### src/verilog/missile_pkg.sv
package missile_pkg;

	////////////////////
	// widths
	////////////////////
	localparam int addr_w = 16;
	localparam int data_w = 8;
	localparam int vram_addr_w = 14;
	localparam int dot_w = 9;
	localparam int line_w = 8;

	////////////////////
	// frame geometry
	////////////////////
	// dots per line, incl. horizontal blank
	localparam logic [dot_w-1:0] line_dots = 9'd320;
	localparam logic [dot_w-1:0] active_dots = 9'd256;
	localparam int frame_lines = 256;
	// lines 0..24 blanked
	localparam logic [line_w-1:0] vblank_lines = 8'd25;
	localparam logic [dot_w-1:0] hsync_start = 9'd272;
	localparam logic [dot_w-1:0] hsync_end = 9'd303;
	localparam logic [line_w-1:0] vsync_start = 8'd4;
	localparam logic [line_w-1:0] vsync_end = 8'd7;
	// bottom 32 lines carry the third colour bit
	localparam logic [line_w-1:0] third_colour_line = 8'd224;

	////////////////////
	// address map
	////////////////////
	// out latch on write, in0 on read, same page
	localparam logic [7:0] page_out = 8'h48;
	localparam logic [7:0] page_in0 = 8'h48;
	localparam logic [7:0] page_in1 = 8'h49;
	localparam logic [7:0] page_colour = 8'h4B;
	localparam logic [addr_w-1:0] ram_top = 16'h4000;
	// addr[15:13] for third colour access
	localparam logic [2:0] third_colour_page = 3'b111;

	// one bus cycle from the master
	typedef struct packed {
		logic [addr_w-1:0] addr;
		logic [data_w-1:0] wdata;
		logic write;
		logic read;
		logic madsel;
	} bus_req_t;

	typedef struct packed {
		logic ram;
		logic pixel_2col;
		logic pixel_3col;
		logic colour;
		logic in0;
		logic in1;
		logic out_latch;
	} chip_sel_t;

	typedef struct packed {
		logic [dot_w-1:0] dot;
		logic [line_w-1:0] line;
		logic h_blank;
		logic v_blank;
		logic third_zone;
		logic ce_5m;
	} scan_t;

	typedef struct packed {
		logic [7:0] r;
		logic [7:0] g;
		logic [7:0] b;
	} rgb_t;

	typedef logic [2:0] colnum_t;
	typedef logic [3:0] palette_t;

	// operator switches, active high
	typedef struct packed {
		logic coin;
		logic start_1;
		logic start_2;
		logic fire_l_1;
		logic fire_c_1;
		logic fire_r_1;
		logic fire_l_2;
		logic fire_c_2;
		logic fire_r_2;
	} buttons_t;

	// quadrature-style clock and direction per axis
	typedef struct packed {
		logic v_clk;
		logic v_dir;
		logic h_clk;
		logic h_dir;
	} trackball_t;

endpackage

### src/verilog/scan_timer.sv
`timescale 1ns/1ns

module scan_timer (
	input logic clk_10M,
	input logic reset,
	output missile_pkg::scan_t scan,
	output logic h_sync,
	output logic v_sync
);

	logic ce_5m;
	logic [missile_pkg::dot_w-1:0] dot;
	logic [missile_pkg::line_w-1:0] line;
	logic end_of_line;

	assign end_of_line = dot == missile_pkg::line_dots - 1'b1;

	////////////////////
	// dot and line counters
	////////////////////
	// ce_5m high every second clock, counters step with it
	always_ff @(posedge clk_10M or posedge reset)
	begin
		if (reset)
		begin
			ce_5m <= 1'b0;
			dot <= '0;
			line <= '0;
		end
		else
		begin
			ce_5m <= !ce_5m;
			if (ce_5m)
			begin
				if (end_of_line)
				begin
					dot <= '0;
					// wrap at end of frame
					if (line == missile_pkg::frame_lines - 1)
						line <= '0;
					else
						line <= line + 1'b1;
				end
				else
				begin
					dot <= dot + 1'b1;
				end
			end
		end
	end

	// blanking and zone flags straight off the counts
	always_comb
	begin
		scan.dot = dot;
		scan.line = line;
		scan.h_blank = dot >= missile_pkg::active_dots;
		scan.v_blank = line < missile_pkg::vblank_lines;
		scan.third_zone = line >= missile_pkg::third_colour_line;
		scan.ce_5m = ce_5m;
	end

	assign h_sync = dot >= missile_pkg::hsync_start && dot <= missile_pkg::hsync_end;
	assign v_sync = line >= missile_pkg::vsync_start && line <= missile_pkg::vsync_end;

	// line length must hold across every step of the counter
	dot_in_range: assert property (@(posedge clk_10M) disable iff (reset)
		dot < missile_pkg::line_dots);

endmodule

### config.mk
export PLATFORM = sky130hd
export DESIGN_NAME = scan_timer
export DESIGN_NICKNAME = d
export VERILOG_FILES = /design/src/verilog/missile_pkg.sv /design/src/verilog/scan_timer.sv
export SDC_FILE = /design/constraint.sdc
export NUM_CORES = 1
export LEC_CHECK = 0
export ABC_AREA = 1
export BUFFER_PORTS_ARGS = -buffer_cell sky130_fd_sc_hd__buf_2
export CORE_ASPECT_RATIO = 1.2
export CORE_MARGIN = 2
export CORE_UTILIZATION = 47
export DETAILED_ROUTE_END_ITERATION = 10
export PLACE_DENSITY = 0.8
export SLEW_MARGIN = 20
export SYNTH_ARGS = -nofsm -noshare
export SYNTH_HDL_FRONTEND = slang
export SYNTH_SLANG_ARGS = --single-unit
### constraint.sdc
create_clock -name clk_10M -period 1.3 [get_ports clk_10M]
set_input_delay 0.195 -clock clk_10M [delete_from_list [all_inputs] [get_ports clk_10M]]
set_output_delay 0.195 -clock clk_10M [all_outputs]
set_load 0.02 [all_outputs]
## After elaboration in Yosys (flattened, before gate mapping)

Cells that the tools add are included.

| word-level totals | value |
|---|---|
| register bits | 18 |
| input bits | 2 |
| logic and storage cells | 20 |
| output and inout port bits | 23 |

| operators by class | value |
|---|---|
| multiplexer cells | 2 |
| add/sub/neg operators | 2 |
| equal/unequal tests | 2 |
| order comparisons | 7 |
| reduce and logical (&&, ||, !) cells | 4 |

Operator list:

| kind | number |
|---|---|
| >= comparator 9 bit, second input constant | 2 |
| adder 9 x 1 -> 9 bit, second input constant | 1 |
| == test 9 bit, second input constant | 1 |
| <= comparator 9 bit, second input constant | 1 |
| 2-to-1 mux 9 bit | 1 |
| adder 8 x 1 -> 8 bit, second input constant | 1 |
| == test 8 bit, second input constant | 1 |
| >= comparator 8 x 3 -> 1 bit, second input constant | 1 |
| >= comparator 8 bit, second input constant | 1 |
| <= comparator 8 x 3 -> 1 bit, second input constant | 1 |
| less-than comparator 8 x 5 -> 1 bit, second input constant | 1 |
| 2-to-1 mux 8 bit | 1 |
| logical AND 1 bit | 2 |
| AND reduction 2 bit | 1 |
| logical NOT 1 bit | 1 |

## Logic depth before layout (Yosys ltp)

Gate-level depths: netlist of run 1.

| depth | value |
|---|---|
| depth after elaboration | 2 |
| mapped depth | 8 |
| gate-level depth less buffers | 8 |

## Least setup slack after synthesis of run 1

Ideal clock, no wire load.

| timing path | value |
|---|---|
| path kind | reg-to-output |
| start | register line[2] (netlist bit) |
| end | output port v_sync |
| buffers on the path | 0 |
| arrival | 1.306 ns |
| data required time | 1.105 ns |
| setup slack | -0.201 ns |
| cell stages (with the launch flop) | 3 |
| cell sequence | dfrtp_1 > inv_1 > nor4_1 |

| between the ends | value |
|---|---|
| cells in the longest elaborated chain, start to end | 2 |
| elaborated cells on any way between the ends | 3 |
| those cells by class | order compare (2); reduce/logical (1) |

RTL lines:

| what | RTL line | text |
|---|---|---|
| start, declared | scan_timer.sv:13 | `logic [missile_pkg::line_w-1:0] line;` |
| start signal, assigned | scan_timer.sv:42 | `line <= line + 1'b1;` |
| >= comparator 8 x 3 -> 1 bit / <= comparator 8 x 3 -> 1 bit (equally long branches) | scan_timer.sv:64 | `assign v_sync = line >= missile_pkg::vsync_start && line <= missile_pkg::vsync_end;` |
| logical AND 1 bit (*) | scan_timer.sv:64 |  |
| end, declared | scan_timer.sv:8 | `output logic v_sync` |

Every way passes the cells marked *; elsewhere a longest branch is shown, timed or not.

## Worst setup path in the final report of run 1

| timing path | value |
|---|---|
| start | register dot[1] (netlist bit) |
| end | output port h_sync |

| between the ends | value |
|---|---|
| cells in the longest elaborated chain, start to end | 2 |
| elaborated cells on any way between the ends | 3 |
| those cells by class | order compare (2); reduce/logical (1) |

RTL lines:

| what | RTL line | text |
|---|---|---|
| start, declared | scan_timer.sv:12 | `logic [missile_pkg::dot_w-1:0] dot;` |
| start signal, assigned | scan_timer.sv:46 | `dot <= dot + 1'b1;` |
| >= comparator 9 bit / <= comparator 9 bit (equally long branches) | scan_timer.sv:63 | `assign h_sync = dot >= missile_pkg::hsync_start && dot <= missile_pkg::hsync_end;` |
| logical AND 1 bit (*) | scan_timer.sv:63 |  |
| end, declared | scan_timer.sv:7 | `output logic h_sync,` |

Marked as above.

==> metrics, run 1 <==
post-synth top area share=40.1%; P_leak=approximately 0.0009 uW; Initial Util=between 40% and 50%; Warnings, synthesis=0; f_max=between 600 and 700 MHz; WS Path Type=flop to output pin; violated checks=setup timing; Ports=25; final wirelength=between 3000 and 4000 um; Fillers=172; Area Overhead vs Synth=54.9%; clk root buf=clkbuf_4; RSZ-0062 raised after global routing=true; Post-DRT Antenna Nets=0; most common cell after layout, fill and taps aside=nand2_1; DRT iter0 DRCs=18; Total GRT Usage=between 20% and 30%; CTS max path bufs=2; critical path cell sequence=ha_4 -> nand2_4 -> nand3_2 -> a21oi_2 -> nor2_2 -> buf_6; htree depth=1; Slew HR=between 80% and 90%; Mapped Area=1120 sq um; Post-Synthesis Cells=between 150 and 200; final-stage net count=213; die area=~2800 sq um; crit path time final=roughly 1600 ps; flop2flop setup slack=-180 ps; Area contributors post-synth=dfrtp_1 40%, nand2_1 15%, inv_1 9.0%, nand3_1 6.7%, nor2_1 4.7%; # rows=19; Clock Skew=10.1 ps; post-synthesis sequential area ratio=about two fifths; largest area contributor in the netlist=dfrtp_1; setup violators final=14; vias in the first global route=1,186; fin crit share=120%; status=finished, violations left; Worst EP required=approximately 1100 ps; largest net degree at the start of global routing=19; Core ar.=2280 sq um; Setup TNS Final=-1610 ps; slowest CP cell=dfrtp_2; FF+latch count, synth=18; layout cells sized above 1=52.4%; PD cells=roughly 530 nW/um^2; Num CTS Buffers=3; drt via density=between 5 and 6; Area after DPL=1360 sq um; fin util=between 70% and 80%; CP peak stage delay=~450 ps; Skew-Pair Late Insertion Delay=about 300 ps; TritonRoute pass-1 iters=4; ant diodes=0; clock sinks=18; Design Power=between 900 and 1000 uW; Crit path arrival time=1360 ps; Final GP Congestion=0.822; die width=just under 50 um; # port buffers=24; CP startpoint kind=flop; die height=about 58 um; Setup crit end kind=output pin; DRC errors left=0; Slew @ Worst Pin=roughly 260 ps; maxcap violations=0; global-route wire length before repair=~5000 um; commonest non-fill, non-tap cells in the layout=36 x nand2_1, 20 x inv_1, 19 x buf_2, 17 x buf_4, 11 x buf_6; placed cells=~220; gr ovfl total=0; count of final max-slew check failures=0; worst setup margin=-256 ps; clock transition at the registers of the reported paths=~110 ps; Detail Placement HPWL=between 1500 and 2000 um; Post-Syn Area per Cell=between 7 and 8 sq um; peak supply drop=approximately 0.0006 V; initial antenna violation count=0; CTS tree=built; CP max FO=4; Cell Count, Final, Fillers Out=around 240; detailed-route via count=approximately 1,200; final hold violations=0; cell area after layout=roughly 1700 sq um; HP Class=input pin to async pin; Mapped Nets=approximately 160; per-cell routed wire length=between 10 and 15 um; Netlist cell types=24
-- kinds of logic (layout without fill, tap and decap cells) --
kind of cell,after synthesis,count (layout),share of synthesized area (%)
and+or+nand+nor,87,87,35.0
DFF,18,18,40.1
adders and majority gates,4,4,4.45
xor gates and xnor gates,3,3,2.34
buffers and inverters,32,80,11.4
AOI/OAI and AO/OA,14,14,6.79
-- layout make-up --
class	count	area [sq um]	area share (%)
Tap cell	31	38.8	2.23
Timing Repair Buffer	48	357	20.5
Sequential cell	18	463	26.6
Inverter	28	110	6.33
Clock buffer	4	36.3	2.08
Multi-Input combinational cell	108	736	42.3
-- cell usage after synthesis --
cell      instances
o21ai_1           2
nor2_1           14
nand3_2           1
buf_4             1
o21ai_0           6
clkbuf_2          1
nor3_1            2
o21bai_1          2
nand3_4           1
nor2_2            2
clkbuf_1          1
nand4_1           4
a31oi_1           1
ha_1              4
nor4_1            1
nand3_1          15
nor2_4            1
dfrtp_1          18
buf_2             1
clkinv_2          1
inv_1            27
nand2_1          46
a21oi_1           3
xor2_1            3
-- where the power goes --
part           internal, uW  total [uW]  switching [uW]
sequential              559         559               0
clock                   171         353             182
combinational          5.24        16.8            11.5
-- flip-flops by register name (all words and copies together) (netlist names) --
signal and flops:
dot 9, ce_5m 1, line 8
-- stage by stage --
stage | worst slack [ps] | hold WS [ps]
floorplan | 8.94 | 133
global placement | 0.180 | 220
detailed placement | -32.2 | 223
CTS | -305 | 428
global route | -319 | 474
finish | -256 | 436
-- timing repair --
action,4_1_cts,5_1_grt
hold endpoints to repair,18,0
setup buffers,11,6
resized for setup,29,50
endpoints found under the setup margin,10,20
pin swaps,6,20
cloned,0,0
hold buffers,1,0
-- worst paths after layout --
kind	startpoint	endpoint	depth (start not counted)
min reg2reg	dot[2]	dot[2]	2
min	reset	line[3]	4
max reg2reg	dot[0]	line[4]	7
min in group clk_10M	dot[2]	dot[2]	2
max	dot[1]	h_sync	6
max in group asynchronous	reset	line[4]	4
-- layer usage --
metal  share of wire (%)  vias up  track usage [%]
li1                    -      595                -
met1                  43      563             26.3
met2                  52       32             40.5
met3                 3.5        6             4.19
met4                 1.2        0             11.0
met5                   0        -                0
-- worst max-delay path, delay by kind of cell, from the launching register on --
family	cells	cell delay [ps]
DFF	1	450
adders and majority gates	1	190
and+or+nand+nor	3	180
AOI/OAI and AO/OA	1	130
buffers and inverters	1	120
Note: power is estimated with default switching activity, not from simulation.
==> run 2: changes to the inputs <==
CTS_BUF_LIST = sky130_fd_sc_hd__clkbuf_16   (was unset)
PLACE_DENSITY = unset   (was 0.8)
PLACE_DENSITY_LB_ADDON = 0.05   (was unset)
==> metrics, run 2 (synthesized netlist as in run 1, its figures left out) <==
WS Path Type=flop to output pin; Num CTS Buffers=3 (unchanged); cell area after layout=1750 sq um (+0.65%); most flop-heavy register=dot; CP max FO=3 (-1); pre-CTS WS=-19.2 ps (+13.0 ps); flop2flop setup slack=-180 ps (about the same); Reg area=457 sq um (-1.4%); crit path time final=1500 ps (-51.2 ps); detailed-route via count=1,202 (+0.50%); global-route wire length before repair=4990 um (-0.14%); Area Overhead vs Synth=55.9%; die height=57.6 um (unchanged); vias in the first global route=1,197 (+0.93%); clock transition at the registers of the reported paths=50 ps (-60 ps); CTS max path bufs=2 (unchanged); Setup crit end kind=output pin; HP Class=input pin to async pin; per-cell routed wire length=12.8 um (-2.2%); final wirelength=3060 um (-1.4%); Slew @ Worst Pin=289 ps (+27.6 ps); final-stage net count=215 (+0.94%); Area after DPL=1380 sq um (+1.5%); PD cells=684 nW/um^2 (+28%); die width=48.6 um (unchanged); DRC errors left=0 (unchanged); maxcap violations=0 (unchanged); final hold violations=0 (unchanged); status=finished, violations left; Ports=25 (unchanged); CP startpoint kind=flop; Slew HR=80.6% (-1.8 points); ant diodes=0 (unchanged); Reg2Reg Launch Point=dot[1]; Skew-Pair Late Insertion Delay=250 ps (-50 ps); R2R depth=8 (+1); RSZ-0062 raised after global routing=true; drt via density=5.03 (-0.34%); placed cells=219 (+0.46%); commonest non-fill, non-tap cells in the layout=36 x nand2_1, 23 x inv_1, 21 x buf_2, 20 x buf_4, 13 x dfrtp_1; f_max=664 MHz (+3.4%); Post-DRT Antenna Nets=0 (unchanged); Final GP Congestion=0.780 (-5.1%); fin crit share=116% (-3.9 points); Cell Count, Final, Fillers Out=239 (+0.84%); # rows=19 (unchanged); Initial Util=49.2% (unchanged); TritonRoute pass-1 iters=4 (unchanged); layout cells sized above 1=47.6% (-4.8 points); Crit path arrival time=1310 ps (-50 ps); initial antenna violation count=0 (unchanged); # port buffers=24 (unchanged); P_leak=0.000934 uW (+3.0%); clock sinks=18 (unchanged); max FFs per register=9 (unchanged); Top Registers=dot (9), line (8), ce_5m (1); Worst EP required=1110 ps (about the same); Detail Placement HPWL=1940 um (+0.84%); violated checks=setup timing; Setup TNS Final=-1680 ps (-73.2 ps); gr ovfl total=0 (unchanged); count of final max-slew check failures=0 (unchanged); R2R Path End=line[2]; multi-input combinational cell area=706 sq um (-4.1%); worst setup margin=-205 ps (+51.2 ps); htree depth=1 (unchanged); Total GRT Usage=22.7% (about the same); setup violators final=17 (+3); most common cell after layout, fill and taps aside=nand2_1; Core ar.=2280 sq um (unchanged); Fillers=173 (+0.58%); peak supply drop=0.00103 V (+71%); largest net degree at the start of global routing=19 (unchanged); DRT iter0 DRCs=30 (+12); Clock Skew=1.65 ps (-8.49 ps); clk root buf=clkbuf_16; die area=2800 sq um (unchanged); CTS tree=built
run 2: cell types whose count changed in the layout (fill, tap and decap cells not counted), sizes merged:
cell,previous run,this run
buf,47,49
clkbuf,4,3
inv,28,29
run 2: timing repair:
action / 4_1_cts / 5_1_grt
gates resized for setup: 20 / 37
pin swaps: 12 / 17
gates cloned: 0 / 0
hold buffers: 1 / 0
buffers inserted: 10 / 6
endpoints found under the setup margin: 4 / 19
hold endpoints to repair: 18 / 0
run 2: worst max-delay path: stages (launching register included):
cell and delay, ps:
dfrtp_2 430, ha_4 180, nand2_4 60, nand3_2 60, a21oi_2 150, nor2_2 50
buf_6 120
run 2: how the worst max path moves through the flow:
stage / startpoint / endpoint / slack [ps]
after floorplan: line[2] / v_sync / 9
after global placement: dot[1] / h_sync / 5
after detailed placement: dot[1] / h_sync / -20
after CTS: dot[1] / h_sync / -200
after global routing: dot[0] / h_sync / -250
final: dot[1] / h_sync / -200
run 2: per-stage QoR:
step	hold slack [ps]	total power, uW	utilization, %
floorplan	133	579	-
global placement	221	586	60.5
detailed placement	227	586	60.5
CTS	510	1210	70.1
global route	570	1230	76.8
finish	499	1200	76.8
run 2: report_power, final:
group	total [uW]	leakage [uW]	switching [uW]	internal, uW
clock network	621	0.0000423	213	409
registers	561	0.000229	0	561
logic	16.9	0.000663	11.7	5.23
total	1200	0.000934	224	975
run 2: final cells by class:
| type | count | area share, % |
|---|---|---|
| Clock buffer | 3 | 4.29 |
| Multi-Input combinational cell | 108 | 40.3 |
| Clock inverter | 1 | 0.214 |
| Inverter | 28 | 6.14 |
| Timing Repair Buffer | 50 | 20.8 |
| Sequential cell | 18 | 26.1 |
| Tap cell | 31 | 2.21 |
run 2: per-layer routing:
metal / vias up / routed length, um / global-route usage, %
li1: 595 / - / -
met1: 575 / 1270 / 24.7
met2: 24 / 1640 / 43.2
met3: 8 / 81 / 3.14
met4: 0 / 69 / 10.6
met5: - / 0 / 0
==> run 3: changes to the inputs <==
ABC_AREA = unset   (was 1)
ABC_CLOCK_PERIOD_IN_PS = 1300   (was unset)
CORE_UTILIZATION = 46   (was 47)
RECOVER_POWER = 25   (was unset)
==> metrics, run 3 <==
status=finished, violations left; violated checks=setup timing; worst setup margin=-303 ps (-98.1 ps); TritonRoute pass-1 iters=4 (unchanged); FF+latch count, synth=18 (unchanged); Reg power frac=47.2% (+0.4 points); Warnings, synthesis=0 (unchanged); Crit path arrival time=1410 ps (+100 ps); Reg area=467 sq um (+2.2%); drt via density=5.50 (+9.4%); commonest non-fill, non-tap cells in the layout=24 x buf_4, 20 x buf_2, 13 x dfrtp_2, 10 x nand2_1; Top Registers=dot (9), line (8), ce_5m (1); initial antenna violation count=0 (unchanged); maxcap violations=0 (unchanged); htree depth=1 (unchanged); CTS max path bufs=2 (unchanged); HP Class=flop to flop; Worst EP required=1110 ps (about the same); final wirelength=2960 um (-3.3%); pre-CTS WS=-73.3 ps (-54.1 ps); switching part of the total power=18.1% (-0.62 points); WS Path Type=flop to output pin; EDFF count, synth=0 (unchanged); count of final max-slew check failures=0 (unchanged); global-route wire length before repair=4240 um (-15%); Mapped Nets=110 (-33%); sw power=215 uW (-4.2%); post-synth top area share=44.6% (+4.5 points); Total GRT Usage=21.5% (-1.2 points); max FFs per register=9 (unchanged); asr flop ratio synth=100% (unchanged); clk root buf=clkbuf_16; final hold violations=0 (unchanged); per-cell routed wire length=15.6 um (+22%); Int Pwr=973 uW (-0.17%); # port buffers=24 (unchanged); Slew HR=64.9% (-16 points); Netlist cell types=36 (+50%); Area after DPL=1370 sq um (-1.0%); DRT iter0 DRCs=21 (-30%); Comb power frac=1.4% (about the same); f_max=624 MHz (-6.1%); most flop-heavy register=dot; setup violators final=14 (-3); Min Hold Slack=569 ps (+70.3 ps); Mapped Area=1010 sq um (-10%); Slew @ Worst Pin=526 ps (+237 ps); multi-input combinational cell area=714 sq um (+1.2%); most common cell after layout, fill and taps aside=buf_4; Post-Syn Area per Cell=9.72 sq um (+37%); Area Overhead vs Synth=70.9%; Area contributors post-synth=dfrtp_1 45%, ha_1 5.0%, nand2_1 4.1%, o21ai_0 3.5%, xor2_1 3.5%; PD cells=687 nW/um^2 (+0.43%); top post-synthesis cells by count=18 x dfrtp_1, 11 x nand2_1, 8 x inv_1, 7 x o21ai_0, 5 x nor2_1; Most used DFF post-synth=dfrtp_1; Num CTS Buffers=3 (unchanged); RSZ-0062 raised after global routing=true; Setup crit end kind=output pin; vias in the first global route=995 (-17%); most frequent cell after synthesis=dfrtp_1; die height=55.4 um (-3.8%); Clock Power Share=51.4% (-0.4 points); die area=2590 sq um (-7.5%); cell area after layout=1730 sq um (-1.4%); Ports=25 (unchanged); Fillers=120 (-31%); Post-Synthesis Cells=104 (-34%); crit path time final=1600 ps (+98.1 ps); ant diodes=0 (unchanged); fin util=83.4% (+6.6 points); detailed-route via count=1,045 (-13%); # rows=18 (-1); post-synthesis sequential area ratio=44.6% (+4.5 points); Post-DRT Antenna Nets=0 (unchanged); die width=46.8 um (-3.8%); CP max FO=4 (+1); gr ovfl total=0 (unchanged); DRC errors left=0 (unchanged); clock sinks=18 (unchanged); Detail Placement HPWL=1680 um (-13%); peak supply drop=0.000819 V (-20%); layout cells sized above 1=67.5% (+20 points); P_leak=0.000813 uW (-13%); CP startpoint kind=flop; Skew-Pair Late Insertion Delay=250 ps (about the same); largest area contributor in the netlist=dfrtp_1; Final GP Congestion=0.770 (-1.3%); Clock Skew=8.71 ps (+7.06 ps); CTS tree=built; fin crit share=123% (+7.5 points); largest net degree at the start of global routing=19 (unchanged); final-stage net count=167 (-22%); Initial Util=48.8% (-0.44 points); clock transition at the registers of the reported paths=60 ps (about the same); Core ar.=2070 sq um (-9.2%)
[run 3: cell count changes after synthesis, sizes merged, moves of 3 or more]
cell   delta
nand3    -12
inv      -19
xnor2     +3
nor2     -12
nand2    -35
and3      +6
nand4     -3
[run 3: critical path, cell delays in order (launching register included)]
cell and delay [ps]:
dfrtp_2 410, ha_4 160, o21ai_1 70, mux2_4 290, nor3_4 120, buf_6 130
[run 3: final cells by class]
class | instances | share of cell area (%)
flip-flops and latches | 18 | 27.0
clock buffers | 3 | 4.34
clock inverters | 1 | 0.217
well taps | 30 | 2.17
inverters | 8 | 1.74
repair buffers | 56 | 23.2
multi-input cells | 74 | 41.3
[run 3: path summary, 6_finish.rpt]
kind	from	endpoint	slack, ps	depth (start not counted)
setup / recovery	dot[1]	h_sync	-300	5
hold / removal	line[2]	line[2]	570	1
setup reg to reg	ce_5m	dot[7]	-150	5
hold reg to reg	line[2]	line[2]	570	1
max in group asynchronous	reset	dot[0]	320	4
min in group asynchronous	reset	line[2]	610	4
[run 3: power by group through the flow]
stage	Sequential (uW)	Clock, uW	Combinational, uW
2_1_floorplan	570	0	8.39
3_3_place_gp	570	0	15.7
3_5_place_dp	570	0	16.0
4_1_cts	561	613	18.4
5_1_grt	560	657	19.7
6_report	561	610	16.8
[run 3: through the flow]
| step | setup TNS (ps) | std cells | power [uW] |
|---|---|---|---|
| 6_report | -1380 | 190 | 1190 |
| 5_1_grt | -2700 | 190 | 1240 |
| 4_1_cts | -959 | 182 | 1190 |
| 3_5_place_dp | -160 | 174 | 586 |
| 3_3_place_gp | -88.4 | 174 | 586 |
| 2_1_floorplan | -693 | 104 | 579 |
[run 3: timing repair]
action / 4_1_cts / 5_1_grt
endpoints found under the setup margin: 12 / 14
setup buffers: 2 / 9
cloned: 1 / 0
hold buffers: 1 / 0
pin swaps: 10 / 13
hold endpoints to repair: 18 / 0
gates resized for setup: 18 / 29
[run 3: logic make-up after synthesis]
kind of cell             synth area share (%)
AND/OR/NAND/NOR                          22.3
adder cells (fa/ha/maj)                  4.95
buffers and inverters                    6.31
XOR/XNOR                                 6.06
multiplexers                             2.60
AO/OA/AOI/OAI                            13.2
flip-flops                               44.6
[run 3: per-layer routing]
metal	track usage, %	wire length (um)	vias to the layer above
li1	-	-	480
met1	27.9	1250	523
met2	34.6	1530	36
met3	3.92	105	6
met4	7.54	70	0
met5	0	0	-
